$ cat config.mk
export PLATFORM = sky130hd
export DESIGN_NAME = cgra_acc
export DESIGN_NICKNAME = d
export VERILOG_FILES = /design/src/verilog/cgra_acc_pkg.sv /design/src/verilog/cgra_fetch_data.sv /design/src/verilog/cgra_dispatch_data.sv /design/src/verilog/cgra_pe_conf_control.sv /design/src/verilog/cgra_control_exec.sv /design/src/verilog/cgra_pe_array.sv /design/src/verilog/cgra_acc.sv
export SDC_FILE = /design/constraint.sdc
export NUM_CORES = 1
export LEC_CHECK = 0
export BUFFER_PORTS_ARGS = -buffer_cell sky130_fd_sc_hd__buf_2
export CAP_MARGIN = 20
export CORE_MARGIN = 3
export CORE_UTILIZATION = 40
export CTS_BUF_LIST = sky130_fd_sc_hd__clkbuf_2 sky130_fd_sc_hd__clkbuf_4 sky130_fd_sc_hd__clkbuf_8
export CTS_CLUSTER_SIZE = 10
export DETAILED_ROUTE_END_ITERATION = 6
export GPL_ROUTABILITY_DRIVEN = 0
export PLACE_DENSITY = 0.58
export SETUP_SLACK_MARGIN = 0.15
export SLEW_MARGIN = 20
export SYNTH_ARGS = -nofsm -noshare
export SYNTH_HDL_FRONTEND = slang
export SYNTH_SLANG_ARGS = --single-unit
$ cat constraint.sdc
create_clock -name clk -period 11.3 [get_ports clk]
set_input_delay 2.26 -clock clk [delete_from_list [all_inputs] [get_ports clk]]
set_output_delay 2.26 -clock clk [all_outputs]
set_load 0.1 [all_outputs]
$ cat src/verilog/cgra_acc_pkg.sv
`default_nettype none

package cgra_acc_pkg;

  // ==============================
  // widths.
  // ==============================
  localparam int WIDE_W     = 64;
  localparam int LANE_W     = 16;
  localparam int LANES      = WIDE_W / LANE_W;
  localparam int LANE_SEL_W = $clog2(LANES);
  localparam int NUM_RD_CH  = 2;
  localparam int QTD_W      = 16;

  typedef logic [LANE_W-1:0] lane_t;

  typedef enum logic [1:0] {
    OP_ADD = 2'd0,
    OP_SUB = 2'd1,
    OP_MUL = 2'd2, // low half of product.
    OP_MAX = 2'd3  // unsigned.
  } pe_op_t;

  // configuration word, qtd at the bottom.
  typedef struct packed {
    logic [WIDE_W-QTD_W-2-1:0] rsvd;
    pe_op_t                    op;
    logic [QTD_W-1:0]          qtd;
  } conf_t;

  // ==============================
  // host channels.
  // ==============================
  typedef struct packed {
    logic              available;
    logic              data_valid;
    logic [WIDE_W-1:0] data;
  } rd_in_t;

  typedef struct packed {
    logic available;
  } wr_in_t;

  typedef struct packed {
    logic              request;
    logic [WIDE_W-1:0] data;
  } wr_out_t;

endpackage

`default_nettype wire

$ cat src/verilog/cgra_fetch_data.sv
`default_nettype none

module cgra_fetch_data
  import cgra_acc_pkg::*;
(
  input  wire         clk,
  input  wire         rst,
  input  wire         en,
  input  wire rd_in_t rd_in,
  output logic        request_read,
  input  wire         pop,
  output logic        available_pop,
  output lane_t       data_out
);

  logic [WIDE_W-1:0]     word;
  logic [LANE_SEL_W-1:0] idx;
  logic                  full;
  logic                  pending;
  logic                  word_in;

  // one outstanding read at a time.
  assign request_read  = en && !full && !pending && rd_in.available;
  assign word_in       = pending && rd_in.data_valid;
  assign available_pop = full;
  assign data_out      = word[idx*LANE_W +: LANE_W];

  always_ff @(posedge clk) begin
    if (rst) begin
      pending <= 1'b0;
      full    <= 1'b0;
      idx     <= '0;
    end else begin
      if (request_read) begin
        pending <= 1'b1;
      end else if (word_in) begin
        pending <= 1'b0;
      end

      if (!en) begin
        // late data of a finished job is thrown away.
        full <= 1'b0;
        idx  <= '0;
      end else if (word_in) begin
        full <= 1'b1;
        idx  <= '0;
      end else if (pop && full) begin
        if (idx == LANE_SEL_W'(LANES - 1)) begin
          full <= 1'b0; // last lane gone.
          idx  <= '0;
        end else begin
          idx <= idx + 1'b1;
        end
      end
    end
  end

  always_ff @(posedge clk) begin
    if (word_in) begin
      word <= rd_in.data;
    end
  end

endmodule

`default_nettype wire

$ cat src/verilog/cgra_dispatch_data.sv
`default_nettype none

module cgra_dispatch_data
  import cgra_acc_pkg::*;
(
  input  wire         clk,
  input  wire         rst,
  input  wire         en,
  input  wire         push,
  input  wire lane_t  data_in,
  output logic        available_push,
  input  wire wr_in_t wr_in,
  output wr_out_t     wr_out
);

  logic [WIDE_W-1:0]     word;
  logic [LANE_SEL_W-1:0] idx;
  logic                  full;
  logic                  take;

  // a complete word blocks the PE array until it is written.
  assign available_push = !full;
  assign take           = en && push && !full;

  assign wr_out.request = full && wr_in.available;
  assign wr_out.data    = word;

  always_ff @(posedge clk) begin
    if (rst) begin
      full <= 1'b0;
      idx  <= '0;
    end else if (!en) begin
      full <= 1'b0; // partial word dropped.
      idx  <= '0;
    end else if (wr_out.request) begin
      full <= 1'b0;
    end else if (take) begin
      if (idx == LANE_SEL_W'(LANES - 1)) begin
        full <= 1'b1;
        idx  <= '0;
      end else begin
        idx <= idx + 1'b1;
      end
    end
  end

  // lane 0 lands in the low bits.
  always_ff @(posedge clk) begin
    if (take) begin
      word[idx*LANE_W +: LANE_W] <= data_in;
    end
  end

endmodule

`default_nettype wire

$ cat src/verilog/cgra_pe_conf_control.sv
`default_nettype none

module cgra_pe_conf_control
  import cgra_acc_pkg::*;
(
  input  wire         clk,
  input  wire         rst,
  input  wire         start,
  input  wire rd_in_t rd_in,
  output logic        request_read,
  output conf_t       conf,
  output logic        conf_done
);

  typedef enum logic [1:0] {
    CONF_IDLE,
    CONF_REQ,
    CONF_WAIT
  } conf_state_t;

  conf_state_t state;
  logic        conf_in;

  assign request_read = (state == CONF_REQ) && rd_in.available;
  assign conf_in      = (state == CONF_WAIT) && rd_in.data_valid;

  always_ff @(posedge clk) begin
    if (rst) begin
      state     <= CONF_IDLE;
      conf_done <= 1'b0;
    end else begin
      conf_done <= conf_in;
      case (state)
        CONF_IDLE: if (start) state <= CONF_REQ;
        CONF_REQ:  if (rd_in.available) state <= CONF_WAIT; // request sent.
        CONF_WAIT: if (rd_in.data_valid) state <= CONF_IDLE;
        default:   state <= CONF_IDLE;
      endcase
    end
  end

  // held until the next job reloads it.
  always_ff @(posedge clk) begin
    if (conf_in) begin
      conf <= conf_t'(rd_in.data);
    end
  end

endmodule

`default_nettype wire

$ cat src/verilog/cgra_control_exec.sv
`default_nettype none

module cgra_control_exec
  import cgra_acc_pkg::*;
(
  input  wire                   clk,
  input  wire                   rst,
  input  wire                   conf_done,
  input  wire [QTD_W-1:0]       qtd,
  input  wire                   word_written,
  output logic [NUM_RD_CH-1:0]  en_fetch,
  output logic                  en_pe,
  output logic                  en_dispatch,
  output logic                  done
);

  typedef enum logic {
    EXEC_IDLE,
    EXEC_RUN
  } exec_state_t;

  exec_state_t      state;
  logic [QTD_W-1:0] cnt;
  logic             running;

  assign running     = state == EXEC_RUN;
  assign en_fetch    = {NUM_RD_CH{running}};
  assign en_pe       = running;
  assign en_dispatch = running;

  always_ff @(posedge clk) begin
    if (rst) begin
      state <= EXEC_IDLE;
      cnt   <= '0;
      done  <= 1'b0;
    end else begin
      done <= 1'b0;
      case (state)
        EXEC_IDLE: begin
          if (conf_done) begin
            cnt <= '0;
            if (qtd == '0) begin
              done <= 1'b1; // empty job.
            end else begin
              state <= EXEC_RUN;
            end
          end
        end
        EXEC_RUN: begin
          if (word_written) begin
            if (cnt == qtd - 1'b1) begin
              // last word out, shut the datapath down.
              state <= EXEC_IDLE;
              cnt   <= '0;
              done  <= 1'b1;
            end else begin
              cnt <= cnt + 1'b1;
            end
          end
        end
        default: state <= EXEC_IDLE;
      endcase
    end
  end

endmodule

`default_nettype wire

$ cat src/verilog/cgra_pe_array.sv
`default_nettype none

module cgra_pe_array
  import cgra_acc_pkg::*;
(
  input  wire                  clk,
  input  wire                  rst,
  input  wire                  en,
  input  wire pe_op_t          op,
  input  wire [NUM_RD_CH-1:0]  available_pop,
  output logic [NUM_RD_CH-1:0] pop,
  input  wire lane_t           lane_a,
  input  wire lane_t           lane_b,
  input  wire                  available_push,
  output logic                 push,
  output lane_t                data_out
);

  logic  advance;
  logic  take;
  logic  s1_valid;
  lane_t s1_a;
  lane_t s1_b;
  logic  s2_valid;
  lane_t s2_res;

  function automatic lane_t pe_calc(input pe_op_t f_op, input lane_t a, input lane_t b);
    case (f_op)
      OP_ADD:  pe_calc = a + b;
      OP_SUB:  pe_calc = a - b;
      OP_MUL:  pe_calc = a * b;
      OP_MAX:  pe_calc = (a > b) ? a : b;
      default: pe_calc = '0;
    endcase
  endfunction

  // ==============================
  // flow control.
  // ==============================
  // a full dispatch buffer freezes both stages.
  assign advance  = en && available_push;
  assign take     = advance && (&available_pop);
  assign pop      = {NUM_RD_CH{take}}; // both channels together.
  assign push     = advance && s2_valid;
  assign data_out = s2_res;

  always_ff @(posedge clk) begin
    if (rst || !en) begin
      s1_valid <= 1'b0;
      s2_valid <= 1'b0;
    end else if (advance) begin
      s1_valid <= take;
      s2_valid <= s1_valid;
    end
  end

  // ==============================
  // datapath.
  // ==============================
  always_ff @(posedge clk) begin
    if (take) begin
      s1_a <= lane_a;
      s1_b <= lane_b;
    end
    if (advance && s1_valid) begin
      s2_res <= pe_calc(op, s1_a, s1_b); // channel 0 on the left.
    end
  end

endmodule

`default_nettype wire

$ cat src/verilog/cgra_acc.sv
`default_nettype none

module cgra_acc
  import cgra_acc_pkg::*;
(
  input  wire                  clk,
  input  wire                  rst,
  input  wire                  start,
  input  wire rd_in_t          rd_in [NUM_RD_CH],
  output logic [NUM_RD_CH-1:0] request_read,
  input  wire wr_in_t          wr_in,
  output wr_out_t              wr_out,
  output logic                 done
);

  conf_t                conf;
  logic                 conf_done;
  logic                 conf_req_rd;
  logic [NUM_RD_CH-1:0] fetch_req_rd;
  logic [NUM_RD_CH-1:0] en_fetch;
  logic                 en_pe;
  logic                 en_dispatch;
  logic [NUM_RD_CH-1:0] available_pop;
  logic [NUM_RD_CH-1:0] pop;
  lane_t                fetch_lane [NUM_RD_CH];
  logic                 available_push;
  logic                 push;
  lane_t                pe_lane;

  // channel 0 is shared with the configuration fetch.
  assign request_read = fetch_req_rd | {{(NUM_RD_CH-1){1'b0}}, conf_req_rd};

  // ==============================
  // control.
  // ==============================
  cgra_pe_conf_control control_pe_conf (
    .clk          (clk),
    .rst          (rst),
    .start        (start),
    .rd_in        (rd_in[0]),
    .request_read (conf_req_rd),
    .conf         (conf),
    .conf_done    (conf_done)
  );

  cgra_control_exec control_exec (
    .clk          (clk),
    .rst          (rst),
    .conf_done    (conf_done),
    .qtd          (conf.qtd),
    .word_written (wr_out.request),
    .en_fetch     (en_fetch),
    .en_pe        (en_pe),
    .en_dispatch  (en_dispatch),
    .done         (done)
  );

  // ==============================
  // datapath.
  // ==============================
  for (genvar ch = 0; ch < NUM_RD_CH; ch++) begin : inst_fetch_data
    cgra_fetch_data fetch_data (
      .clk           (clk),
      .rst           (rst),
      .en            (en_fetch[ch]),
      .rd_in         (rd_in[ch]),
      .request_read  (fetch_req_rd[ch]),
      .pop           (pop[ch]),
      .available_pop (available_pop[ch]),
      .data_out      (fetch_lane[ch])
    );
  end

  cgra_pe_array pe_array (
    .clk            (clk),
    .rst            (rst),
    .en             (en_pe),
    .op             (conf.op),
    .available_pop  (available_pop),
    .pop            (pop),
    .lane_a         (fetch_lane[0]),
    .lane_b         (fetch_lane[1]),
    .available_push (available_push),
    .push           (push),
    .data_out       (pe_lane)
  );

  cgra_dispatch_data dispatch_data (
    .clk            (clk),
    .rst            (rst),
    .en             (en_dispatch),
    .push           (push),
    .data_in        (pe_lane),
    .available_push (available_push),
    .wr_in          (wr_in),
    .wr_out         (wr_out)
  );

endmodule

`default_nettype wire

# --- After elaboration in Yosys (flattened, before gate mapping) ---
# Index checks and enable logic that the tools add are counted.
classes:
  n_addsub: 8
  multipliers: 1
  magnitude_cmp: 1
  n_eq_ne: 14
  shifts: 4
  n_mux: 34
  bitwise: 3
  reduce_logical: 46
ops:
  columns: ["cell", "n"]
  rows:
  - ["indexed part select 64 x 7 -> 16 bit", 2]
  - ["bitwise mux 64 bit", 1]
  - ["two-way mux 16 bit", 4]
  - ["one-hot mux 16 bit (4 select lines)", 1]
  - ["variable shift 16 x 34 -> 64 bit (first input constant)", 1]
  - ["indexed part select 16 x 34 -> 64 bit", 1]
  - ["negator 6 -> 34 bit", 1]
  - ["one-hot mux 16 bit (2 select lines)", 1]
  - ["logical AND 1 bit", 19]
  - ["two-way mux 1 bit", 18]
  - ["adder 16 x 1 -> 16 bit (second input constant)", 1]
  - ["adder 16 bit", 1]
  - ["== test 16 bit", 1]
  - ["greater-than comparator 16 bit", 1]
  - ["logical NOT 16 bit", 1]
  - ["multiplier 16 x 16 -> 16 bit", 1]
  - ["subtractor 16 x 1 -> 16 bit (second input constant)", 1]
  - ["subtractor 16 bit", 1]
  - ["== test 2 bit (second input constant)", 6]
  - ["two-way mux 2 bit", 6]
  - ["AND reduction 2 bit", 6]
  - ["nonzero test 2 bit", 6]
  - ["OR reduction 3 bit", 3]
  - ["!= test 2 bit (second input constant)", 4]
  - ["other kinds (12)", 23]
totals:
  ff_bits: 292
  input_bits: 136
  out_inout_bits: 68

# --- Longest topological paths before layout ---
# Gate-level depths: netlist of run 1.
logic_depth:
  word_depth: 6
  depth_mapped: 22
  ltp_nobuf: 21

# --- Cells and area by module ---
# Synthesis of run 1 repeated with hierarchy kept, for this count alone.
unflattened:
  cells_unflattened: 1464
  hier_area_um2: 18783.0
modules_own_cells:
  columns: ["module", "instances", "cells_per_inst", "area_per_inst_um2"]
  rows:
  - ["cgra_pe_array", 1, 806, 7399.6]
  - ["cgra_fetch_data", 2, 103, 2555.0]
  - ["cgra_dispatch_data", 1, 172, 2616.3]
  - ["cgra_pe_conf_control", 1, 76, 2040.7]
  - ["cgra_control_exec", 1, 202, 1602.8]
  - ["cgra_acc", 1, 2, 13.8]

# --- Worst setup path before layout of run 1 ---
# Ideal clock, no wire load.
synth_timing:
  path_type: "input to output"
  startpoint: "input rd_in[131] (netlist name)"
  endpoint: "output request_read[0]"
  arrival_ps: 3563
  t_required_ps: 9040
  path_slack_ps: 5477
  path_stages: 2
  path_cell_list: "inv_1 > nor2_1"
synth_between:
  elab_chain_cells: 2
  elab_cells_between_ends: 3
synth_rtl:
  columns: ["item", "line", "source"]
  rows:
  - ["from (decl)", "cgra_acc.sv:9", "input wire rd_in_t rd_in [NUM_RD_CH],"]
  - ["logical AND 1 bit (on tied branches)", "cgra_fetch_data.sv:23, cgra_pe_conf_control.sv:24", null]
  - ["OR 2 x 1 -> 2 bit *", "cgra_acc.sv:31", "assign request_read = fetch_req_rd | {{(NUM_RD_CH-1){1'b0}}, conf_req_rd};"]
  - ["to (decl)", "cgra_acc.sv:10", "output logic [NUM_RD_CH-1:0] request_read,"]
# Every way passes the cells marked *; elsewhere a longest branch is shown, timed or not.

# --- Worst setup path in the final report of run 1 ---
layout_timing:
  startpoint: "register pe_array.s1_a[1]"
  endpoint: "register pe_array.s2_res[14] (netlist: pe_array.data_out[14]) (data pin)"
layout_between:
  elab_chain_cells: 3
  elab_cells_between_ends: 6
layout_rtl:
  columns: ["item", "line", "source"]
  rows:
  - ["from (decl)", "cgra_pe_array.sv:22", "lane_t s1_a;"]
  - ["from (signal assigned)", "cgra_pe_array.sv:62", "s1_a <= lane_a;"]
  - ["parallel branches: the longest is 2 deep, another holds multiplier 16 x 16 -> 16 bit", null, null]
  - ["one-hot mux 16 bit (4 select lines) *", "cgra_pe_array.sv:28", "case (f_op)"]
  - ["to (signal assigned)", "cgra_pe_array.sv:66", "s2_res <= pe_calc(op, s1_a, s1_b);"]
  - ["to (decl)", "cgra_pe_array.sv:25", "lane_t s2_res;"]
# Mark *: on every way between the ends.
# A chain may end at the register's enable or synchronous reset.

==> results of run 1 <==
registers in the layout, summed over array words and instances (netlist names), 4 cells and up:
signal / cells
pe_array.data_out: 16
inst_fetch_data.fetch_data.idx: 4
control_pe_conf.conf: 18
pe_array.s1_b: 16
control_exec.cnt: 16
pe_array.s1_a: 16
dispatch_data.word: 64
inst_fetch_data.fetch_data.word: 128
layout make-up:
type / count / area (um^2)
clock buffer: 69 / 837
clock inverter: 19 / 188
fill: 3844 / 22400
inverter: 165 / 619
multi-input combinational: 905 / 7880
sequential: 292 / 8430
tap: 539 / 674
timing repair buffer: 215 / 1110
worst reg2reg max path: stages (launching register included):
cell and delay, ns:
edfxtp_1 0.63, clkinv_1 0.53, nor2_1 0.32, fa_1 0.45, fa_1 0.49, ha_1 0.23
fa_1 0.54, inv_1 0.05, fa_1 0.47, fa_1 0.55, inv_1 0.04, ha_1 0.35
a21o_1 0.18, a31oi_1 0.21, o21ai_0 0.18, o41ai_1 0.38, xnor2_1 0.11, mux2i_1 0.15
a21oi_1 0.08
power breakdown:
group / switching, mW / internal, mW / leakage [nW]
sequential: 0.00192 / 1.17 / 2.49
clock: 0.431 / 0.550 / 0.543
combinational: 0.0203 / 0.0210 / 4.64
kinds of logic (layout without fill, tap and decap cells):
group                    after synthesis  in the layout
adder cells (fa/ha/maj)              172            172
flip-flops                           292            292
buffers and inverters                222            468
XOR/XNOR                              69             69
multiplexers                          59             59
AO/OA/AOI/OAI                        190            190
AND/OR/NAND/NOR                      415            415
per-stage QoR:
| step | instance area (um^2) | std cells |
|---|---|---|
| final | 19700 | 2204 |
| after detailed placement | 18700 | 2116 |
| after global placement | 18700 | 2116 |
| after global routing | 19700 | 2204 |
| after floorplan | 17100 | 1419 |
| after CTS | 19700 | 2204 |
path summary, 6_finish.rpt:
| check | slack (ns) | start | to |
|---|---|---|---|
| worst max-delay path | 5.07 | pe_array.s1_a[1] | pe_array.data_out[14] |
| worst min-delay path | 0.49 | control_pe_conf.state[1] | control_pe_conf.state[0] |
| worst min register to register | 0.49 | control_pe_conf.state[1] | control_pe_conf.state[0] |
| worst max register to register | 5.07 | pe_array.s1_a[1] | pe_array.data_out[14] |
synth_stat cells, types with 4 or more instances:
cell type,count,share of area (%)
clkbuf_1,49,1.1
nor3_1,22,0.64
a211oi_1,5,0.22
nand4_1,4,0.15
a21o_1,8,0.35
a21oi_1,54,1.6
mux2i_1,15,0.88
xnor2_1,46,2.4
inv_1,164,3.6
nand3_1,19,0.55
and2_1,114,4.2
a31oi_1,12,0.44
mux2_2,10,0.66
or4_1,5,0.22
and4_1,5,0.26
nand2_1,95,2.1
ha_1,90,6.6
nor2_1,74,1.6
o21bai_1,8,0.35
a22o_1,5,0.26
o211ai_1,5,0.22
o21ai_1,4,0.12
nor3b_1,8,0.35
o21ai_0,31,0.90
o21a_1,6,0.26
a221oi_1,4,0.20
a22oi_1,5,0.22
edfxtp_1,258,45
fa_1,82,9.6
or3_1,5,0.18
o31ai_1,5,0.22
nor2b_1,14,0.51
xor2_1,22,1.1
and3_1,17,0.62
nor4_1,6,0.22
nand2b_1,13,0.47
dfxtp_1,34,4.0
mux4_2,34,4.5
layer usage:
metal	track usage [%]	part of all wire (%)	routed length [um]	up-vias
met5	0	0.064	27	-
met4	6.54	2.7	1160	4
met3	4.22	7.1	2990	77
met2	30.1	46	19600	421
met1	25.8	44	18600	5530
li1	-	-	-	5392
layout by cell type (no fill, tap or decap), types with 8 or more instances in the layout:
cell | synthesis | final
mux2i_1 | 15 | 15
nor2_1 | 74 | 74
dfxtp_1 | 34 | 34
nand2_1 | 95 | 95
nand3_1 | 19 | 19
and3_1 | 17 | 17
clkbuf_8 | 0 | 51
clkbuf_4 | 0 | 18
ha_1 | 90 | 90
mux2_2 | 10 | 10
edfxtp_1 | 258 | 258
a21o_1 | 8 | 8
a31oi_1 | 12 | 12
fa_1 | 82 | 82
inv_1 | 164 | 162
buf_4 | 2 | 12
a21oi_1 | 54 | 54
buf_2 | 2 | 203
nand2b_1 | 13 | 13
and2_1 | 114 | 114
mux4_2 | 34 | 34
xor2_1 | 22 | 22
nor2b_1 | 14 | 14
o21ai_0 | 31 | 31
o21bai_1 | 8 | 8
xnor2_1 | 46 | 46
nor3_1 | 22 | 22
==> metrics.md, run 1 <==
| Metric | Value |
|---|---|
| Die Area | `between 40000 and 50000 um^2` |
| Fin Setup TNS | `0 ns` |
| Sequential-to-total area share from yosys stat | `49.2%` |
| WS Path Type | `flip-flop to flip-flop` |
| Levels on crit path | `18` |
| Pins Over Slew Limit | `0` |
| Die H | `213 um` |
| Initial Util | `between 40% and 50%` |
| DR pass1 iterations | `5` |
| Critical path fanouts, max | `10` |
| Leak pwr | `7.68 nW` |
| H-Tree Depth | `2` |
| TritonCTS clock tree | `built` |
| Area growth, synth to finish | `15.1%` |
| Crit path DAT | `6.57 ns` |
| Vias in the first global route | `~12000` |
| PwrDens | `approximately 110 nW/um^2` |
| Synth async-reset ratio | `0%` |
| Gr usage total | `around a fifth` |
| CTS Buffer Depth | `3` |
| Ys flop type | `edfxtp_1` |
| Post-route worst setup slack | `about 5.1 ns` |
| Mean Syn Cell Area | `between 10 and 15 um^2` |
| RSZ-0062 raised after global routing | `no` |
| Reg2reg path depth | `18` |
| Chip Width | `213 um` |
| Mapped Cells | `1419` |
| Slew @ Worst Pin | `approximately 1.1 ns` |
| CTS-repair resized insts | `0` |
| Max Clk Rate | `161 MHz` |
| Worst Setup Start Kind | `flip-flop` |
| WL per Instance | `around 19 um` |
| Max Cap Violations | `0` |
| IO Count | `a little over 200` |
| Num CTS Buffers | `50` |
| Layout Skew | `between 0.04 and 0.05 ns` |
| Largest stage delay on the critical path | `0.63 ns` |
| Final WL | `42400 um` |
| Grt ovf | `0` |
| Slew headroom | `29.2%` |
| Num rows | `75` |
| First-pass GRT wire length | `65900 um` |
| Xor and xnor area share after synthesis | `3.61%` |
| CP endpoint kind | `flip-flop` |
| Mux contribution to synthesized area | `6.00%` |
| Port bufs | `203` |
| Adder-cell share of the synthesized area | `16.1%` |
| DRT iter0 DRCs | `854` |
| Largest net degree at the start of global routing | `between 60 and 70` |
| Final Cycle Share | `55.1%` |
| Setup Buffers After CTS | `0` |
| Overall Power | `2.19 mW` |
| Core Box Area | `42100 um^2` |
| Initial antenna violation count | `2` |
| Compound-cell area share of the yosys netlist | `7.36%` |
| # clock sinks | `about 290` |
| CTS clk-pin slew, worst paths | `0.07 ns` |
| Pre-CTS setup slack | `between 5 and 6 ns` |
| Diode count | `0` |
| Worst vdd ir | `~0.11 mV` |
| Main combinational cell family by area after synthesis | `adder cells` |
| Synth Register Bits | `approximately 290` |
| Clk_lat worst skew | `0.62 ns` |
| Via/cell ratio | `5.18` |
| Number of synthesized flops with an enable pin | `258` |
| Buf+Inv Stages, Crit Path | `3` |
| Yosys warnings | `0` |
| Cells along the critical path | `clkinv_1 -> nor2_1 -> fa_1 -> fa_1 -> ha_1 -> fa_1 -> inv_1 -> fa_1 -> fa_1 -> inv_1 -> ha_1 -> a21o_1 -> a31oi_1 -> o21ai_0 -> o41ai_1 -> xnor2_1 -> mux2i_1 -> a21oi_1` |
| Library cells used by synthesis | `77` |
| Util after Layout | `46.8%` |
| DR vias | `between 10000 and 15000` |
| Hold-fix buffers at CTS | `0` |
| Layout cells sized above 1 | `a little over a fifth` |
| Final ANT Viol Nets | `0` |
| Mapped Area | `17100 um^2` |
| Most used cell along the critical path | `fa_1` |
| Hold crit path type | `flip-flop to flip-flop` |
| Final hold slack | `0.488 ns` |
| Min cycle time layout | `6.23 ns` |
| CP top delay family | `adder cells` |
| Status | `finished, final reports clean` |
| Clock root cell | `clkbuf_8` |
| Final nets | `between 1500 and 2000` |
| WHS Path Cells | `1` |
| Slowest CP cell | `edfxtp_1` |
| Post-DP HPWL | `around 31000 um` |
| Simple-gate share of the synthesized area | `12.7%` |
| Final hold vios | `0` |
| Setup Viol. Count Final | `0` |
| CP required | `11.64 ns` |
| Residual DRC | `0` |
| Mapped Nets | `1727` |
(Power assumes the default switching activity.)
==> run 2, diff against run 1 <==
PLACE_DENSITY = 0.61   (was 0.58)
clock period = 5.6 ns   (was 11.3 ns; I/O delays follow)
==> metrics.md, run 2 (synthesis gave the netlist of run 1 again) <==
| Metric | Value |
|---|---|
| Status | `finished, final reports clean` |
| Post-DP HPWL | `32800 um` |
| Port bufs | `203` |
| Die H | `between 200 and 250 um` |
| Max Cap Violations | `0` |
| Worst vdd ir | `0.189 mV` |
| PwrDens | `212 nW/um^2` |
| Via/cell ratio | `5.16` |
| Met1 Wirelength | `18000 um` |
| CP top delay family | `adder cells` |
| Worst Setup Start Kind | `flip-flop` |
| Hold crit path type | `flip-flop to flip-flop` |
| Largest stage delay on the critical path | `between 0.5 and 0.6 ns` |
| Slew headroom | `between 30% and 40%` |
| Grt ovf | `0` |
| Initial antenna violation count | `3` |
| Num CTS Buffers | `49` |
| Worst hold endpoint | `control_pe_conf.state[0]` |
| Overall Power | `around 4.4 mW` |
| DR vias | `11830` |
| Buf+Inv Stages, Crit Path | `5` |
| WS Path Type | `flip-flop to flip-flop` |
| RR Endpoint | `pe_array.data_out[14]` |
| WL per Instance | `~19 um` |
| Setup Viol. Count Final | `0` |
| Pins Over Slew Limit | `0` |
| Core Box Area | `approximately 42000 um^2` |
| Slowest CP cell | `fa_1` |
| Min cycle time layout | `roughly 5.4 ns` |
| H-Tree Depth | `2` |
| WHS Path Cells | `1` |
| Leak pwr | `approximately 8.1 nW` |
| RR Startpoint | `pe_array.s1_b[4]` |
| Area growth, synth to finish | `20.8%` |
| Reg2reg path depth | `20` |
| Final ANT Viol Nets | `0` |
| Critical path fanouts, max | `5` |
| Commonest non-fill, non-tap cell in the layout | `edfxtp_1` |
| Chip Width | `213 um` |
| Die Area | `45400 um^2` |
| Reg with most FFs | `inst_fetch_data.fetch_data.word` |
| Vias in the first global route | `between 10000 and 15000` |
| Max reg flops | `~130` |
| Clk_lat worst skew | `between 0.6 and 0.7 ns` |
| Register area | `8430 um^2` |
| DR top layer | `met5` |
| Residual DRC | `0` |
| CP endpoint kind | `flip-flop` |
| Regs by FF count | `inst_fetch_data.fetch_data.word x128, dispatch_data.word x64, control_pe_conf.conf x18` |
| CTS clk-pin slew, worst paths | `0.07 ns` |
| Final WL | `43100 um` |
| Area of the multi-input gates | `8160 um^2` |
| Post-Place Cells | `2182` |
| DR WL met2 | `20800 um` |
| RSZ-0062 raised after global routing | `yes` |
| DRT iter0 DRCs | `~750` |
| Clock root cell | `clkbuf_8` |
| Register-to-register setup slack | `0.18 ns` |
| Layout Skew | `0.0357 ns` |
| First-pass GRT wire length | `66700 um` |
| CP required | `5.96 ns` |
| Gr usage total | `19.1%` |
| Num rows | `75` |
| Max Clk Rate | `184 MHz` |
| Cells along the critical path | `buf_6 -> and2_4 -> fa_1 -> inv_1 -> fa_1 -> fa_2 -> fa_1 -> inv_2 -> fa_1 -> inv_1 -> fa_1 -> inv_2 -> ha_4 -> and3_4 -> a21oi_2 -> o21ai_2 -> o41ai_2 -> xnor2_1 -> mux2i_1 -> a21oi_1` |
| Fillcell total | `3756` |
| Final Cycle Share | `96.9%` |
| Slew @ Worst Pin | `1.02 ns` |
| TritonCTS clock tree | `built` |
| DR pass1 iterations | `5` |
| Layout cells sized above 1 | `28.5%` |
| Most used cell along the critical path | `fa_1` |
| CTS Buffer Depth | `3` |
| Crit path DAT | `5.78 ns` |
| Hold path startpoint | `control_pe_conf.state[1]` |
| Final hold vios | `0` |
| Commonest non-fill, non-tap cells in the layout | `edfxtp_1, buf_2, inv_1` |
| Final nets | `2023` |
| Largest net degree at the start of global routing | `65` |
| Initial Util | `between 40% and 50%` |
| IO Count | `204` |
| Post-route insts no fill | `around 2300` |
| Met3 WL | `roughly 3300 um` |
| Levels on crit path | `20` |
| # clock sinks | `roughly 300` |
[run 2: cell types whose count changed in the layout (fill, tap and decap cells not counted), sizes merged]
| cell | change |
|---|---|
| inv | +3 |
| clkbuf | -2 |
| clkinvlp | +1 |
| clkinv | -3 |
| buf | +87 |
| diode | +2 |
[run 2: cell type report]
class | instances | area share, %
sequential | 292 | 40.7
multi-input combinational | 905 | 39.4
clock inverter | 20 | 0.876
inverter | 165 | 2.99
clock buffer | 67 | 4.00
antenna | 2 | 0.0242
tap | 539 | 3.26
timing repair buffer | 302 | 8.77
[run 2: what timing repair did]
item / 4_1_cts / 5_1_grt
pin swaps: 9 / 62
cloned: 0 / 1
resized for setup: 11 / 68
buffers inserted: 2 / 18
hold buffers: 0 / 0
endpoints found under the setup margin: 5 / 6
[run 2: metal layers]
layer  up-vias  GRT usage, %
met4         2          5.80
li1       5571             -
met5         -             0
met1      5760          24.8
met3        71          4.61
met2       426          31.7
[run 2: how the worst max path moves through the flow]
stage                            end              from  slack, ns
2_1_floorplan  pe_array.data_out[15]  pe_array.s1_b[5]       0.16
3_3_place_gp   pe_array.data_out[15]  pe_array.s1_b[6]      0.004
3_5_place_dp   pe_array.data_out[15]  pe_array.s1_a[7]      -0.05
4_1_cts        pe_array.data_out[15]  pe_array.s1_b[4]       0.13
5_1_grt        pe_array.data_out[14]  pe_array.s1_b[4]      -0.09
6_report       pe_array.data_out[14]  pe_array.s1_b[4]       0.18
[run 2: worst register-to-register path: cells and delay by family, from the launching register on]
kind,cells,cell delay [ns]
muxes,1,0.13
and+or+nand+nor,2,0.28
AOI/OAI and AO/OA,4,0.63
adders and majority gates,7,3.27
DFF,1,0.46
buffers and inverters,5,0.35
xor gates and xnor gates,1,0.10
[run 2: power breakdown]
part / internal [mW] / switching [mW] / leakage (nW) / total (mW)
logic: 0.0424 / 0.0407 / 5.09 / 0.0831
clock network: 1.10 / 0.848 / 0.531 / 1.95
registers: 2.36 / 0.00367 / 2.49 / 2.36
[run 2: through the flow]
| stage | setup slack, ns | hold slack, ns | cell area (um^2) | TNS (ns) | utilization (%) |
|---|---|---|---|---|---|
| floorplan | 0.158 | 0.440 | 17200 | 0 | - |
| global placement | 0.00447 | 0.452 | 19200 | 0 | 45.6 |
| detailed placement | -0.0525 | 0.471 | 19200 | -0.0567 | 45.6 |
| CTS | 0.129 | 0.477 | 20300 | 0 | 48.1 |
| global route | -0.0866 | 0.507 | 20700 | -0.146 | 49.2 |
| finish | 0.176 | 0.474 | 20700 | 0 | 49.2 |
==> run 3, diff against run 2 <==
PLACE_DENSITY = 0.58   (was 0.61)
clock period = 5.4 ns   (was 5.6 ns; I/O delays follow)
==> metrics.md, run 3 (synthesis gave the netlist of run 1 again) <==
| Metric | Value |
|---|---|
| Via/cell ratio | `5.10` |
| Util after Layout | `49.6%` |
| Initial Util | `between 40% and 50%` |
| Status | `finished with violations` |
| Clk_lat worst skew | `between 0.6 and 0.7 ns` |
| Final hold slack | `slightly below 0.5 ns` |
| Hold crit path type | `flip-flop to flip-flop` |
| Worst vdd ir | `0.207 mV` |
| CP endpoint | `pe_array.data_out[13]` |
| Area growth, synth to finish | `21.9%` |
| Final WL | `between 40000 and 50000 um` |
| Residual DRC | `0` |
| Chip Width | `~210 um` |
| Initial antenna violation count | `1` |
| Hold-fix buffers at CTS | `0` |
| H-Tree Depth | `2` |
| DR pass1 iterations | `5` |
| Final instance area | `20900 um^2` |
| # clock sinks | `292` |
| Die Area | `about 45000 um^2` |
| CP required | `5.75 ns` |
| RSZ-0062 raised after global routing | `yes` |
| CP endpoint kind | `flip-flop` |
| Gr usage total | `about 20%` |
| Buf+Inv Stages, Crit Path | `5` |
| IO Count | `204` |
| Port bufs | `203` |
| CTS clk-pin slew, worst paths | `0.06 ns` |
| Critical path fanouts, max | `4` |
| TritonCTS clock tree | `built` |
| Slowest CP cell | `fa_1` |
| CP top delay family | `adder cells` |
| Max reg flops | `approximately 130` |
| Post-DP HPWL | `33700 um` |
| Slew @ Worst Pin | `about 0.99 ns` |
| Slew headroom | `34.2%` |
| Final ANT Viol Nets | `0` |
| Layout cells sized above 1 | `between 20 and 30%` |
| RR Startpoint | `pe_array.s1_b[5]` |
| Die H | `213 um` |
| Worst Setup SP | `pe_array.s1_b[5]` |
| Clock root cell | `clkbuf_8` |
| Min cycle time layout | `5.45 ns` |
| Setup Viol. Count Final | `2` |
| Layout Skew | `0.0374 ns` |
| Final hold vios | `0` |
| First-pass GRT wire length | `68600 um` |
| Max Cap Violations | `0` |
| Reg2reg path depth | `19` |
| CTS Buffer Depth | `3` |
| Diode count | `0` |
| Hold path startpoint | `inst_fetch_data[1].fetch_data.available_pop` |
| Vias in the first global route | `roughly 12000` |
| Leak pwr | `8.18 nW` |
| Failing checks | `negative setup slack` |
| Post-route worst setup slack | `-0.0501 ns` |
| Largest net degree at the start of global routing | `65` |
| Register-to-register setup slack | `-0.05 ns` |
| Pins Over Slew Limit | `0` |
| Core Box Area | `42100 um^2` |
| WS Path Type | `flip-flop to flip-flop` |
| Commonest non-fill, non-tap cells in the layout | `edfxtp_1, buf_2, inv_1` |
| Regs by FF count | `inst_fetch_data.fetch_data.word x128, dispatch_data.word x64, control_pe_conf.conf x18` |
| Final Cycle Share | `101%` |
| Grt ovf | `0` |
| Reg with most FFs | `inst_fetch_data.fetch_data.word` |
| Commonest non-fill, non-tap cell in the layout | `edfxtp_1` |
| Largest stage delay on the critical path | `0.52 ns` |
| PwrDens | `220 nW/um^2` |
| DR vias | `11757` |
| Max Clk Rate | `183 MHz` |
| Num CTS Buffers | `50` |
| Cells along the critical path | `buf_6 -> and2_1 -> fa_1 -> inv_2 -> fa_1 -> inv_1 -> fa_1 -> fa_1 -> fa_1 -> inv_1 -> fa_1 -> inv_2 -> ha_4 -> nand2_2 -> nand2_2 -> nor3_2 -> xor2_1 -> mux2i_1 -> a221o_1` |
| WL per Instance | `19.1 um` |
| RR Endpoint | `pe_array.data_out[13]` |
| Placed inst area | `19400 um^2` |
| Levels on crit path | `19` |
| Final nets | `2034` |
| Num rows | `between 70 and 80` |
| Crit path DAT | `5.80 ns` |
| DRT iter0 DRCs | `about 780` |
| Most used cell along the critical path | `fa_1` |
| Worst Setup Start Kind | `flip-flop` |
-- run 3: metal layers --
| layer | wire length (um) | vias to the layer above | track usage (%) |
|---|---|---|---|
| li1 | - | 5587 | - |
| met1 | 19400 | 5678 | 26.5 |
| met2 | 20900 | 415 | 32.3 |
| met3 | 2660 | 75 | 3.85 |
| met4 | 1040 | 2 | 6.33 |
| met5 | 7 | - | 0 |
-- run 3: power by group --
part | leakage (nW) | internal, mW | total [mW] | switching, mW
logic | 5.14 | 0.0440 | 0.0862 | 0.0422
clock network | 0.542 | 1.16 | 2.06 | 0.901
registers | 2.49 | 2.45 | 2.45 | 0.00393
total | 8.18 | 3.65 | 4.60 | 0.947
-- run 3: cell type report --
type,instances,area [um^2]
Clock inverter,24,205
Timing Repair Buffer,312,1900
Inverter,165,621
Multi-Input combinational cell,905,8230
Sequential cell,292,8430
Tap cell,539,674
Clock buffer,69,837
Fill cell,3742,21200
-- run 3: how the worst min path moves through the flow --
| stage | slack [ns] | end | cells after the start |
|---|---|---|---|
| finish | 0.49 | inst_fetch_data[1].fetch_data.available_pop | 2 |
| global route | 0.52 | control_exec.cnt[15] | 1 |
| CTS | 0.49 | control_pe_conf.state[0] | 1 |
| detailed placement | 0.47 | control_pe_conf.state[0] | 1 |
| global placement | 0.46 | control_pe_conf.state[0] | 1 |
| floorplan | 0.44 | control_pe_conf.state[0] | 1 |
-- run 3: timing repair --
action / CTS / global route
endpoints found under the hold margin: 0 / 0
gates resized for setup: 32 / 45
setup endpoints to repair: 7 / 8
pin swaps: 47 / 35
buffers inserted: 8 / 9
-- run 3: per-stage QoR --
step | total power [mW] | setup slack (ns) | cells | setup TNS [ns]
floorplan | 2.52 | 0.140 | 1419 | 0
finish | 4.60 | -0.0501 | 2306 | -0.0769
detailed placement | 2.58 | -0.176 | 2196 | -0.429
CTS | 4.67 | -0.0904 | 2297 | -0.132
global placement | 2.58 | -0.126 | 2196 | -0.237
global route | 4.79 | -0.228 | 2306 | -0.893
-- run 3: worst reg2reg max path, stage by stage (launching register included) --
cell,delay [ns]
edfxtp_1,0.51
buf_6,0.19
and2_1,0.15
fa_1,0.52
inv_2,0.04
fa_1,0.49
inv_1,0.05
fa_1,0.46
fa_1,0.49
fa_1,0.49
inv_1,0.05
fa_1,0.51
inv_2,0.05
ha_4,0.26
nand2_2,0.06
nand2_2,0.07
nor3_2,0.17
xor2_1,0.21
mux2i_1,0.11
a221o_1,0.32
